===== src/verilog/rv_pkg.sv =====
// shared widths, ALU and branch encodings, and pipeline payload structs for the RV64I core
package rv_pkg;

    localparam int XLEN = 64;

    typedef logic [XLEN-1:0] xlen_t;

    typedef enum logic [3:0] {
        op_add,
        op_sub,
        op_and,
        op_or,
        op_xor,
        op_slt,     // signed compare
        op_sll,
        op_srl,
        op_pass_b   // lui, passes the immediate
    } alu_op_e;

    typedef enum logic [1:0] {
        br_none,
        br_beq,
        br_bne,
        br_jal
    } br_kind_e;

    typedef struct packed {
        logic       valid;
        xlen_t      pc;
        alu_op_e    alu_op;
        xlen_t      src1;
        xlen_t      src2;
        xlen_t      store_data;
        br_kind_e   br_kind;
        xlen_t      br_target;
        logic       reg_wen;    // already cleared for rd == x0
        logic [4:0] waddr;
        logic       mem_rd;
        logic       mem_wr;
        logic       ebreak;
    } id_ex_t;

    typedef struct packed {
        logic       valid;
        xlen_t      pc;
        xlen_t      result;     // alu result or memory address
        xlen_t      store_data;
        logic       reg_wen;
        logic [4:0] waddr;
        logic       mem_rd;
        logic       mem_wr;
        logic       ebreak;
    } ex_mem_t;

    typedef struct packed {
        logic       valid;
        xlen_t      pc;
        logic       reg_wen;
        logic [4:0] waddr;
        xlen_t      wdata;
        logic       ebreak;
    } mem_wb_t;

endpackage


===== src/verilog/if_stage.sv =====
// fetch stage, owns the program counter and the fetch/decode register
`timescale 1ns/1ps

module if_stage import rv_pkg::*; #(
    parameter xlen_t RESET_PC = '0
) (
    input  logic        clk,
    input  logic        reset_i,
    input  logic        stall_i,
    input  logic        fetch_stop_i,
    input  logic        redirect_valid_i,
    input  xlen_t       redirect_pc_i,
    output xlen_t       imem_addr_o,
    input  logic [31:0] imem_data_i,
    output logic        id_valid_o,
    output xlen_t       id_pc_o,
    output logic [31:0] id_inst_o
);

    xlen_t pc_q;

    assign imem_addr_o = pc_q;    // instruction memory reads combinationally

    always_ff @(posedge clk) begin
        if (reset_i) begin
            pc_q <= RESET_PC;
        end else if (redirect_valid_i) begin
            pc_q <= redirect_pc_i;    // wins over stall
        end else if (!stall_i && !fetch_stop_i) begin
            pc_q <= pc_q + xlen_t'(4);
        end
    end

    always_ff @(posedge clk) begin
        if (reset_i || redirect_valid_i) begin
            id_valid_o <= 1'b0;       // kills the wrong-path slot
        end else if (!stall_i) begin
            id_valid_o <= !fetch_stop_i;
        end
    end

    always_ff @(posedge clk) begin
        if (!stall_i) begin
            id_pc_o   <= pc_q;
            id_inst_o <= imem_data_i;
        end
    end

    // redirect targets come from execute, so this also checks the branch adder
    a_pc_aligned: assert property (@(posedge clk) disable iff (reset_i)
        pc_q[1:0] == 2'b00)
        else $error("fetch pc %h not word aligned", pc_q);

endmodule


===== config.mk =====
export PLATFORM = sky130hd
export DESIGN_NAME = if_stage
export DESIGN_NICKNAME = d
export VERILOG_FILES = /design/src/verilog/rv_pkg.sv /design/src/verilog/if_stage.sv
export SDC_FILE = /design/constraint.sdc
export NUM_CORES = 1
export LEC_CHECK = 0
export BUFFER_PORTS_ARGS = -buffer_cell sky130_fd_sc_hd__clkbuf_2
export CAP_MARGIN = 20
export CORE_MARGIN = 8
export CORE_UTILIZATION = 49
export CTS_CLUSTER_DIAMETER = 200
export CTS_CLUSTER_SIZE = 12
export DETAILED_ROUTE_END_ITERATION = 6
export HOLD_SLACK_MARGIN = 0.06
export PLACE_DENSITY_LB_ADDON = 0.15
export REMOVE_ABC_BUFFERS = 1
export SLEW_MARGIN = 15
export SYNTH_ARGS = -nofsm -noshare
export SYNTH_HDL_FRONTEND = slang
export SYNTH_SLANG_ARGS = --single-unit

===== constraint.sdc =====
create_clock -name clk -period 3.6 [get_ports clk]
set_input_delay 0.36 -clock clk [delete_from_list [all_inputs] [get_ports clk]]
set_output_delay 0.36 -clock clk [all_outputs]
set_load 0.05 [all_outputs]

==> results of run 1 <==
-- cells by family (layout without fill, tap and decap cells) --
group | Yosys count | in the layout | synth area share [%]
AO/OA/AOI/OAI | 87 | 87 | 9.30
buffers and inverters | 41 | 310 | 2.42
AND/OR/NAND/NOR | 258 | 258 | 20.2
multiplexers | 6 | 6 | 0.894
XOR/XNOR | 36 | 36 | 4.70
flip-flops | 161 | 161 | 62.3
adder cells (fa/ha/maj) | 1 | 1 | 0.186
-- cell usage in the layout (no fill, tap or decap), drive strengths merged, types with 5 or more instances in the layout --
| master | instances |
|---|---|
| or4 | 15 |
| buf | 7 |
| and3 | 5 |
| clkbuf | 279 |
| nand3 | 21 |
| nand2 | 50 |
| nand4 | 25 |
| o31ai | 9 |
| nor3 | 14 |
| or3 | 15 |
| clkinv | 8 |
| inv | 13 |
| mux2i | 6 |
| nor4 | 23 |
| edfxtp | 96 |
| xnor2 | 22 |
| or2 | 8 |
| xor2 | 14 |
| nor2 | 66 |
| a311oi | 18 |
| a21oi | 14 |
| dfxtp | 65 |
| a211oi | 27 |
| and4 | 6 |
| o21ai | 10 |
-- critical path, cell delays in order, from the launching register on --
cell and delay [ps]:
sky130_fd_sc_hd__dfxtp_1 480, sky130_fd_sc_hd__nand4_2 220, sky130_fd_sc_hd__or4_1 690, sky130_fd_sc_hd__or4b_4 610
sky130_fd_sc_hd__or4_1 430, sky130_fd_sc_hd__a311oi_1 270
-- cell type report --
class	instances	area, sq um	share of cell area (%)
clock inverter	14	133	1.52
clock buffer	18	429	4.91
multi-input combinational	388	2370	27.1
tap	176	220	2.52
inverter	10	41.3	0.473
sequential	161	4180	47.9
timing repair buffer	268	1360	15.6
-- routing by layer --
layer / wire length [um] / global-route usage, % / vias up
li1: - / - / 2766
met1: 8100 / 25.9 / 2735
met2: 9810 / 36.9 / 288
met3: 2110 / 9.27 / 28
met4: 361 / 7.82 / 0
met5: 0 / 0 / -
-- metrics by stage --
stage	total power (uW)	cell area [sq um]	setup slack, ps	hold WS, ps
after global routing	4850	8730	669	90.3
after CTS	4730	8730	818	88.4
after global placement	3010	8170	819	443
final	4700	8730	790	106
after detailed placement	3030	8170	747	455
after floorplan	2770	6590	735	429
-- power by group through the flow --
stage / logic (uW) / registers (uW) / clock network (uW)
floorplan: 118 / 2650 / 0
global placement: 788 / 2220 / 0
detailed placement: 793 / 2230 / 0
CTS: 796 / 2190 / 1740
global route: 828 / 2210 / 1810
finish: 789 / 2190 / 1720
-- final timing paths --
| check | from | endpoint | slack, ps |
|---|---|---|---|
| max reg2reg | imem_addr_o[22] | imem_addr_o[49] | 790 |
| min | imem_data_i[16] | id_inst_o[16] | 110 |
| min reg2reg | imem_addr_o[1] | id_pc_o[1] | 470 |
| max | imem_addr_o[22] | imem_addr_o[49] | 790 |
-- state kept, by name, summed over array words and instances (netlist names) --
| register | flops |
|---|---|
| imem_addr_o | 64 |
| id_pc_o | 64 |
| id_inst_o | 32 |
| id_valid_o | 1 |
==> out/results.ini, run 1 <==
[clocking]
clock_tree.root_cell=sky130_fd_sc_hd__clkbuf_16
clock_sinks=161
ctsHtreeMaxLevel=4
cts_inserted_buffers=17
tritoncts=yes
clock_latency_ps=430
post_cts_resize_count=0
cts_setup_buffers=0
cts-root-to-sink-buffers=2
clk_pin_slew_ps=60
cts_hold_repair.buffers=0

[global_routing]
grt_pass1_vias=5830
first_pass_grt_wire_length_mm=31.6
gr_usage_total_pct=22.5
number_of_antenna_violations_at_the_first_check_in_global_routing=0
grt_start_max_net_pins=60
globalRouteOverflowTotal=0

[synthesis]
synth_edf_count=96
syn-cell-area_sq_mm=0.00672
netlist_top_cells_count=sky130_fd_sc_hd__edfxtp_1, sky130_fd_sc_hd__nor2_1, sky130_fd_sc_hd__dfxtp_1
flip_flop_cell_with_the_highest_count_after_synthesis=sky130_fd_sc_hd__edfxtp_1
netlist-cell-type-count=45
netlist.area_leader.share_pct=42.9
ys_seq_area_share_pct=62.3
yosysMostFrequentCell=sky130_fd_sc_hd__edfxtp_1
netlist_top_cells_area=sky130_fd_sc_hd__edfxtp_1, sky130_fd_sc_hd__dfxtp_1, sky130_fd_sc_hd__nor2_1
asyncSetResetFlopFracSynth_pct=0
netlist_instances=590
syn_area_per_cell_sq_um=11.4
synth-warning-count=0
synth.largest_area_cell=sky130_fd_sc_hd__edfxtp_1
register_bit_total_from_synthesis=161

[drt]
detail_route.vias_per_cell=5.62
drtAntennaViolNets=0
detail_route.iter0.violations=445
dr.pass1.iters=5
total_vias_in_the_final_route=5817
wirelength_mm=20.4
drcViolationCount=0
route.detailed.wl_per_inst_um=19.7

[final_layout]
final_layout_size_suffix_gt1_share_pct=36.9
n_antenna_cell=0
n_fill_cell=1080
final_net_count=948
finalCoreUtilization_pct=65.7
final_cells=1035
area_growth_syn_to_layout_pct=30.1

[power]
cell_internal_pwr_uw=3220
max-vdd-ir-drop_mv=0.315
pwr_dens_mw_per_mm2=538
p_clk_share_pct=36.6
power_switching_uw=1480
switching_share_pct=31.4
combPwrFrac_pct=16.8
seqPwrFrac_pct=46.7
leakage_power_of_the_design_uw=0.00347

[floorplanning]
io_pins=262
fp.coreArea_sq_mm=0.0133
die_height_um=133
num_rows=42
dieWidth_um=133
die-area_sq_mm=0.0177
initial_core_util_pct=50.5

[critical_path]
element_type_at_the_critical_path_end=register
required_ps=3930
critical_path_arrival_ps=3140
timing.reg2reg.worst_path_depth=5
crit_path_start_kind=register
critical_path.max_fanout=13
timing.setup.critical_path_class=reg2reg

[placed_design]
post-dp-hpwl_mm=15.4
final_estimated_routing_congestion_in_global_placement=0.925
portBuffers=261
place_inst=1003

[timing]
timing.final.setup_violations=0
worst_slew_pin_slew_ps=730
post-route-period-util_pct=78.0
clock.fmax_ghz=0.356
setup-tns-final_ps=0
timing.final.crit_period_ps=2810
clock_skew_ps=8.56
maxSlewViolCount=0
setup_repair_after_global_routing_missed_its_margin=no
max-slew-margin-rel_pct=50.9
hold_viol_final=0

[min_path]
worst_hold_path.num_cells=1
hold_path_class=in2reg

[run]
maxCapViolCount=0

[status]
outcome=completed

Power figures use the tool's default switching activity.
==> inputs of run 2 (changes only) <==
Settings changed: CORE_UTILIZATION 49 to 44.
Clock period 3.6 ns to 2.5 ns, I/O delays scaled along.
==> out/results.ini, run 2 (synthesis results as in run 1) <==
[status]
outcome=completed  ; unchanged

[timing]
post-route-period-util_pct=96.3  ; was 78.0%
setup-tns-final_ps=0  ; unchanged
clock_skew_ps=9.67  ; was 8.56 ps
clock.fmax_ghz=0.415  ; was 0.356 GHz
hold_viol_final=0  ; unchanged
maxSlewViolCount=0  ; unchanged
worst_slew_pin_slew_ps=546  ; was 730 ps
max-slew-margin-rel_pct=63.3  ; was 50.9%
timing.final.crit_period_ps=2410  ; was 2810 ps
timing.final.setup_violations=0  ; unchanged

[global_routing]
number_of_antenna_violations_at_the_first_check_in_global_routing=0  ; unchanged
gr_usage_total_pct=22.6  ; was 22.5%
globalRouteOverflowTotal=0  ; unchanged
grt_start_max_net_pins=52  ; was 60
first_pass_grt_wire_length_mm=35.1  ; was 31.6 mm
grt_pass1_vias=6635  ; was 5830

[placed_design]
place_inst=1085  ; was 1003
final_estimated_routing_congestion_in_global_placement=0.904  ; was 0.925
post-dp-hpwl_mm=16.7  ; was 15.4 mm
portBuffers=261  ; unchanged

[drt]
detail_route.iter0.violations=356  ; was 445
drtAntennaViolNets=0  ; unchanged
route.detailed.wl_per_inst_um=19.2  ; was 19.7 um
drcViolationCount=0  ; unchanged
dr.pass1.iters=5  ; unchanged
total_vias_in_the_final_route=6273  ; was 5817
wirelength_mm=22.3  ; was 20.4 mm
detail_route.vias_per_cell=5.41  ; was 5.62

[clocking]
cts-root-to-sink-buffers=2  ; unchanged
cts_inserted_buffers=17  ; unchanged
clock_tree.root_cell=sky130_fd_sc_hd__clkbuf_16  ; unchanged
tritoncts=yes  ; unchanged
clk_pin_slew_ps=60  ; about the same
clock_latency_ps=410  ; was 430 ps
clock_sinks=161  ; unchanged
ctsHtreeMaxLevel=4  ; unchanged

[min_path]
worst_hold_path.num_cells=3  ; was 1
worstHoldEndpoint=imem_addr_o[0]  ; was id_inst_o[16]
hold_path_class=in2reg  ; unchanged
startpoint_of_the_worst_hold_path=redirect_pc_i[0]  ; was imem_data_i[16]

[final_layout]
area.sequential_sq_mm=0.00419  ; was 0.00418 sq mm
final_net_count=1060  ; was 948
n_fill_cell=1220  ; was 1080
layout_common_cells=sky130_fd_sc_hd__clkbuf_2, sky130_fd_sc_hd__edfxtp_1, sky130_fd_sc_hd__buf_4  ; was sky130_fd_sc_hd__clkbuf_2, sky130_fd_sc_hd__edfxtp_1, sky130_fd_sc_hd__nor2_1
final_common_cell=sky130_fd_sc_hd__clkbuf_2  ; unchanged
final_layout_size_suffix_gt1_share_pct=41.0  ; was 36.9%
finalCoreUtilization_pct=64.6  ; was 65.7%
area_growth_syn_to_layout_pct=44.7  ; was 30.1%
final_cells=1159  ; was 1035
multiInputGateArea_sq_mm=0.00240  ; was 0.00237 sq mm
n_antenna_cell=0  ; unchanged

[power]
max-vdd-ir-drop_mv=0.386  ; was 0.315 mV
pwr_dens_mw_per_mm2=694  ; was 538 mW/mm^2
leakage_power_of_the_design_uw=0.00398  ; was 0.00347 uW

[run]
maxCapViolCount=0  ; unchanged

[critical_path]
critical_path.max_fanout=9  ; was 13
element_type_at_the_critical_path_end=register  ; unchanged
required_ps=2820  ; was 3930 ps
critical_path.reg2reg.startpoint=imem_addr_o[19]  ; was imem_addr_o[22]
critical_path_arrival_ps=2730  ; was 3140 ps
crit_path_start_kind=register  ; unchanged
timing.reg2reg.worst_path_depth=6  ; was 5
r2r_setup_slack_ps=90  ; was 790 ps
timing.setup.critical_path_class=reg2reg  ; unchanged
r2r-end=imem_addr_o[44]  ; was imem_addr_o[49]

[floorplanning]
initial_core_util_pct=44.7  ; was 50.5%
dieWidth_um=140  ; was 133 um
num_rows=45  ; was 42
die-area_sq_mm=0.0195  ; was 0.0177 sq mm
io_pins=262  ; unchanged
die_height_um=140  ; was 133 um
fp.coreArea_sq_mm=0.0150  ; was 0.0133 sq mm

run 2: cell count changes in the layout (fill, tap and decap cells not counted), moves of 4 or more:
cell,change
sky130_fd_sc_hd__clkinv_2,+4
sky130_fd_sc_hd__dfxtp_2,+4
sky130_fd_sc_hd__buf_4,+69
sky130_fd_sc_hd__dfxtp_1,-4
sky130_fd_sc_hd__dlygate4sd3_1,+41
run 2: worst max-delay path by stage:
stage / startpoint / end / cells after the start
2_1_floorplan: imem_addr_o[22] / imem_addr_o[41] / 5
3_3_place_gp: imem_addr_o[9] / imem_addr_o[58] / 5
3_5_place_dp: imem_addr_o[2] / imem_addr_o[58] / 6
4_1_cts: imem_addr_o[2] / imem_addr_o[58] / 6
5_1_grt: imem_addr_o[17] / imem_addr_o[63] / 7
6_report: imem_addr_o[19] / imem_addr_o[44] / 6
run 2: area by class of cell:
cell class | instances | share of cell area (%)
flip-flops and latches | 161 | 43.1
multi-input cells | 388 | 24.7
repair buffers | 380 | 24.0
clock buffers | 18 | 4.42
well taps | 188 | 2.42
clock inverters | 14 | 0.953
inverters | 10 | 0.425
run 2: worst max-delay path, stage by stage (launching register included):
cell	delay (ps)
sky130_fd_sc_hd__dfxtp_1	340
sky130_fd_sc_hd__nand3_1	230
sky130_fd_sc_hd__or2_2	400
sky130_fd_sc_hd__buf_4	180
sky130_fd_sc_hd__or3_1	470
sky130_fd_sc_hd__or4_1	430
sky130_fd_sc_hd__a311oi_1	260
run 2: power breakdown:
| group | internal, uW | switching [uW] |
|---|---|---|
| registers | 3010 | 109 |
| logic | 358 | 963 |
| clock network | 1260 | 1040 |
| total | 4630 | 2110 |
run 2: metal layers:
metal / vias to the layer above / GRT usage, % / routed length, um
met5: - / 0 / 0
met3: 16 / 8.17 / 1890
met1: 2991 / 25.7 / 9260
met4: 0 / 6.06 / 260
met2: 272 / 39.6 / 10900
li1: 2994 / - / -
run 2: repair_timing:
action,in CTS,in global routing
setup buffers,0,1
pin swaps,0,4
hold buffers,41,0
setup endpoints to repair,2,11
endpoints found under the hold margin,41,0
gates resized for setup,1,12
run 2: per-stage QoR:
step	hold WS [ps]	setup slack [ps]	power, uW	cell area [sq um]
after floorplan	319	-365	3990	6590
after global placement	427	55.9	4420	8740
after detailed placement	429	-22.8	4440	8740
after CTS	60.1	46.9	6790	9670
after global routing	69.8	-1.68	6990	9720
final	76.7	92.5	6740	9720
==> inputs of run 3 (changes only) <==
==> constraint.sdc (replaced) <==
create_clock -name clk -period 2.5 [get_ports clk]
set_input_delay 0.375 -clock clk [delete_from_list [all_inputs] [get_ports clk]]
set_output_delay 0.375 -clock clk [all_outputs]
set_load 0.05 [all_outputs]
==> out/results.ini, run 3 (synthesis results as in run 1) <==
[placed_design]
portBuffers=261  ; unchanged
final_estimated_routing_congestion_in_global_placement=0.895  ; was 0.904
placement.cell_area_sq_mm=0.00873  ; was 0.00874 sq mm
post-dp-hpwl_mm=16.6  ; was 16.7 mm

[drt]
detail_route.vias_per_cell=5.44  ; was 5.41
detail_route.iter0.violations=327  ; was 356
dr.pass1.iters=5  ; unchanged
drcViolationCount=0  ; unchanged
total_vias_in_the_final_route=6074  ; was 6273
wirelength_mm=21.5  ; was 22.3 mm
drtAntennaViolNets=0  ; unchanged
route.detailed.wl_per_inst_um=19.3  ; was 19.2 um

[final_layout]
final_net_count=1018  ; was 1060
finalCoreUtilization_pct=61.9  ; was 64.6%
layout_common_cells=sky130_fd_sc_hd__clkbuf_2, sky130_fd_sc_hd__edfxtp_1, sky130_fd_sc_hd__buf_4  ; unchanged
area_growth_syn_to_layout_pct=38.6  ; was 44.7%
final_common_cell=sky130_fd_sc_hd__clkbuf_2  ; unchanged
final_area_sq_mm=0.00931  ; was 0.00972 sq mm
n_antenna_cell=0  ; unchanged
final_layout_size_suffix_gt1_share_pct=42.4  ; was 41.0%

[floorplanning]
io_pins=262  ; unchanged
initial_core_util_pct=44.7  ; unchanged
fp.coreArea_sq_mm=0.0150  ; unchanged
die-area_sq_mm=0.0195  ; unchanged
dieWidth_um=140  ; unchanged
num_rows=45  ; unchanged
die_height_um=140  ; unchanged

[timing]
timing.final.crit_period_ps=2430  ; was 2410 ps
max-slew-margin-rel_pct=63.0  ; was 63.3%
worst_slew_pin_slew_ps=555  ; was 546 ps
maxSlewViolCount=0  ; unchanged
clock.fmax_ghz=0.411  ; was 0.415 GHz
timing.final.setup_violations=0  ; unchanged
hold_viol_final=0  ; unchanged
clock_skew_ps=9.35  ; was 9.67 ps
setup_repair_after_global_routing_missed_its_margin=no
setup-tns-final_ps=0  ; unchanged
post-route-period-util_pct=97.3  ; was 96.3%

[critical_path]
required_ps=2810  ; was 2820 ps
critical_path.max_fanout=5  ; was 9
crit_path_start_kind=register  ; unchanged
element_type_at_the_critical_path_end=register  ; unchanged
timing.setup.critical_path_class=reg2reg  ; unchanged
critical_path_arrival_ps=2740  ; was 2730 ps

[clocking]
cts_hold_repair.buffers=0  ; was 41
ctsHtreeMaxLevel=4  ; unchanged
clock_latency_ps=420  ; was 410 ps
clock_tree.root_cell=sky130_fd_sc_hd__clkbuf_16  ; unchanged
clock_sinks=161  ; unchanged
clk_pin_slew_ps=60  ; about the same
cts_inserted_buffers=17  ; unchanged
cts-root-to-sink-buffers=2  ; unchanged
tritoncts=yes  ; unchanged

[power]
combPwrFrac_pct=18.6  ; was 19.6%
seqPwrFrac_pct=46.3  ; about the same
max-vdd-ir-drop_mv=0.436  ; was 0.386 mV
switching_share_pct=30.6  ; was 31.3%
leakage_power_of_the_design_uw=0.00379  ; was 0.00398 uW
pwr_dens_mw_per_mm2=724  ; was 694 mW/mm^2
power_switching_uw=2060  ; was 2110 uW
p_clk_share_pct=35.1  ; was 34.1%
cell_internal_pwr_uw=4680  ; was 4630 uW

[min_path]
hold_path_class=in2reg  ; unchanged

[global_routing]
first_pass_grt_wire_length_mm=33.7  ; was 35.1 mm
number_of_antenna_violations_at_the_first_check_in_global_routing=0  ; unchanged
grt_start_max_net_pins=54  ; was 52
globalRouteMet1Util_pct=25.6  ; was 25.7%
gr_usage_total_pct=21.7  ; was 22.6%
grtUsageMet2_pct=35.8  ; was 39.6%
globalRouteOverflowTotal=0  ; unchanged
groute.layer.met3.usage_pct=9.17  ; was 8.17%
busiest_layer=met2  ; unchanged
grt_pass1_vias=6255  ; was 6635

[status]
outcome=completed  ; unchanged

[run]
maxCapViolCount=0  ; unchanged

run 3: repair_timing:
| action | 4_1_cts | 5_1_grt |
|---|---|---|
| endpoints found under the setup margin | 2 | 7 |
| gates resized for setup | 2 | 9 |
| setup buffers | 0 | 0 |
run 3: power by group through the flow:
stage                     combinational, uW  sequential, uW  clock, uW
after floorplan                         169            3820          0
after global placement                 1240            3170          0
after detailed placement               1250            3180          0
after CTS                              1260            3120       2410
after global routing                   1310            3140       2530
final                                  1250            3120       2360
run 3: per-stage QoR:
stage	std cells	total power [uW]	setup WS [ps]	hold slack, ps
2_1_floorplan	559	3990	-365	444
3_3_place_gp	1085	4410	-20.7	438
3_5_place_dp	1085	4430	-94.3	453
4_1_cts	1117	6790	37.4	110
5_1_grt	1117	6990	3.37	104
6_report	1117	6740	68.5	128
run 3: critical path, stage by stage (launching register included):
cell	delay, ps
sky130_fd_sc_hd__dfxtp_1	340
sky130_fd_sc_hd__ha_2	200
sky130_fd_sc_hd__nand4_1	110
sky130_fd_sc_hd__or4_4	510
sky130_fd_sc_hd__or4_4	470
sky130_fd_sc_hd__or2_2	320
sky130_fd_sc_hd__o311a_1	360
run 3: worst paths after layout:
check,startpoint,to,slack [ps],cells past startpoint
max,imem_addr_o[2],imem_addr_o[58],70,6
min reg2reg,imem_addr_o[1],id_pc_o[1],480,0
min,imem_data_i[23],id_inst_o[23],130,1
max reg2reg,imem_addr_o[2],imem_addr_o[58],70,6
run 3: layout make-up:
cell class,instances,area (sq um)
fillers,1289,5730
flip-flops and latches,161,4190
multi-input cells,388,2420
repair buffers,338,1900
clock buffers,21,440
well taps,188,235
clock inverters,11,91.3
inverters,10,41.3
run 3: metal layers:
layer  wire (um)  up-vias
met5           0        -
met4         229        0
met3        2020       18
met2       10200      262
met1        9060     2896
li1            -     2898
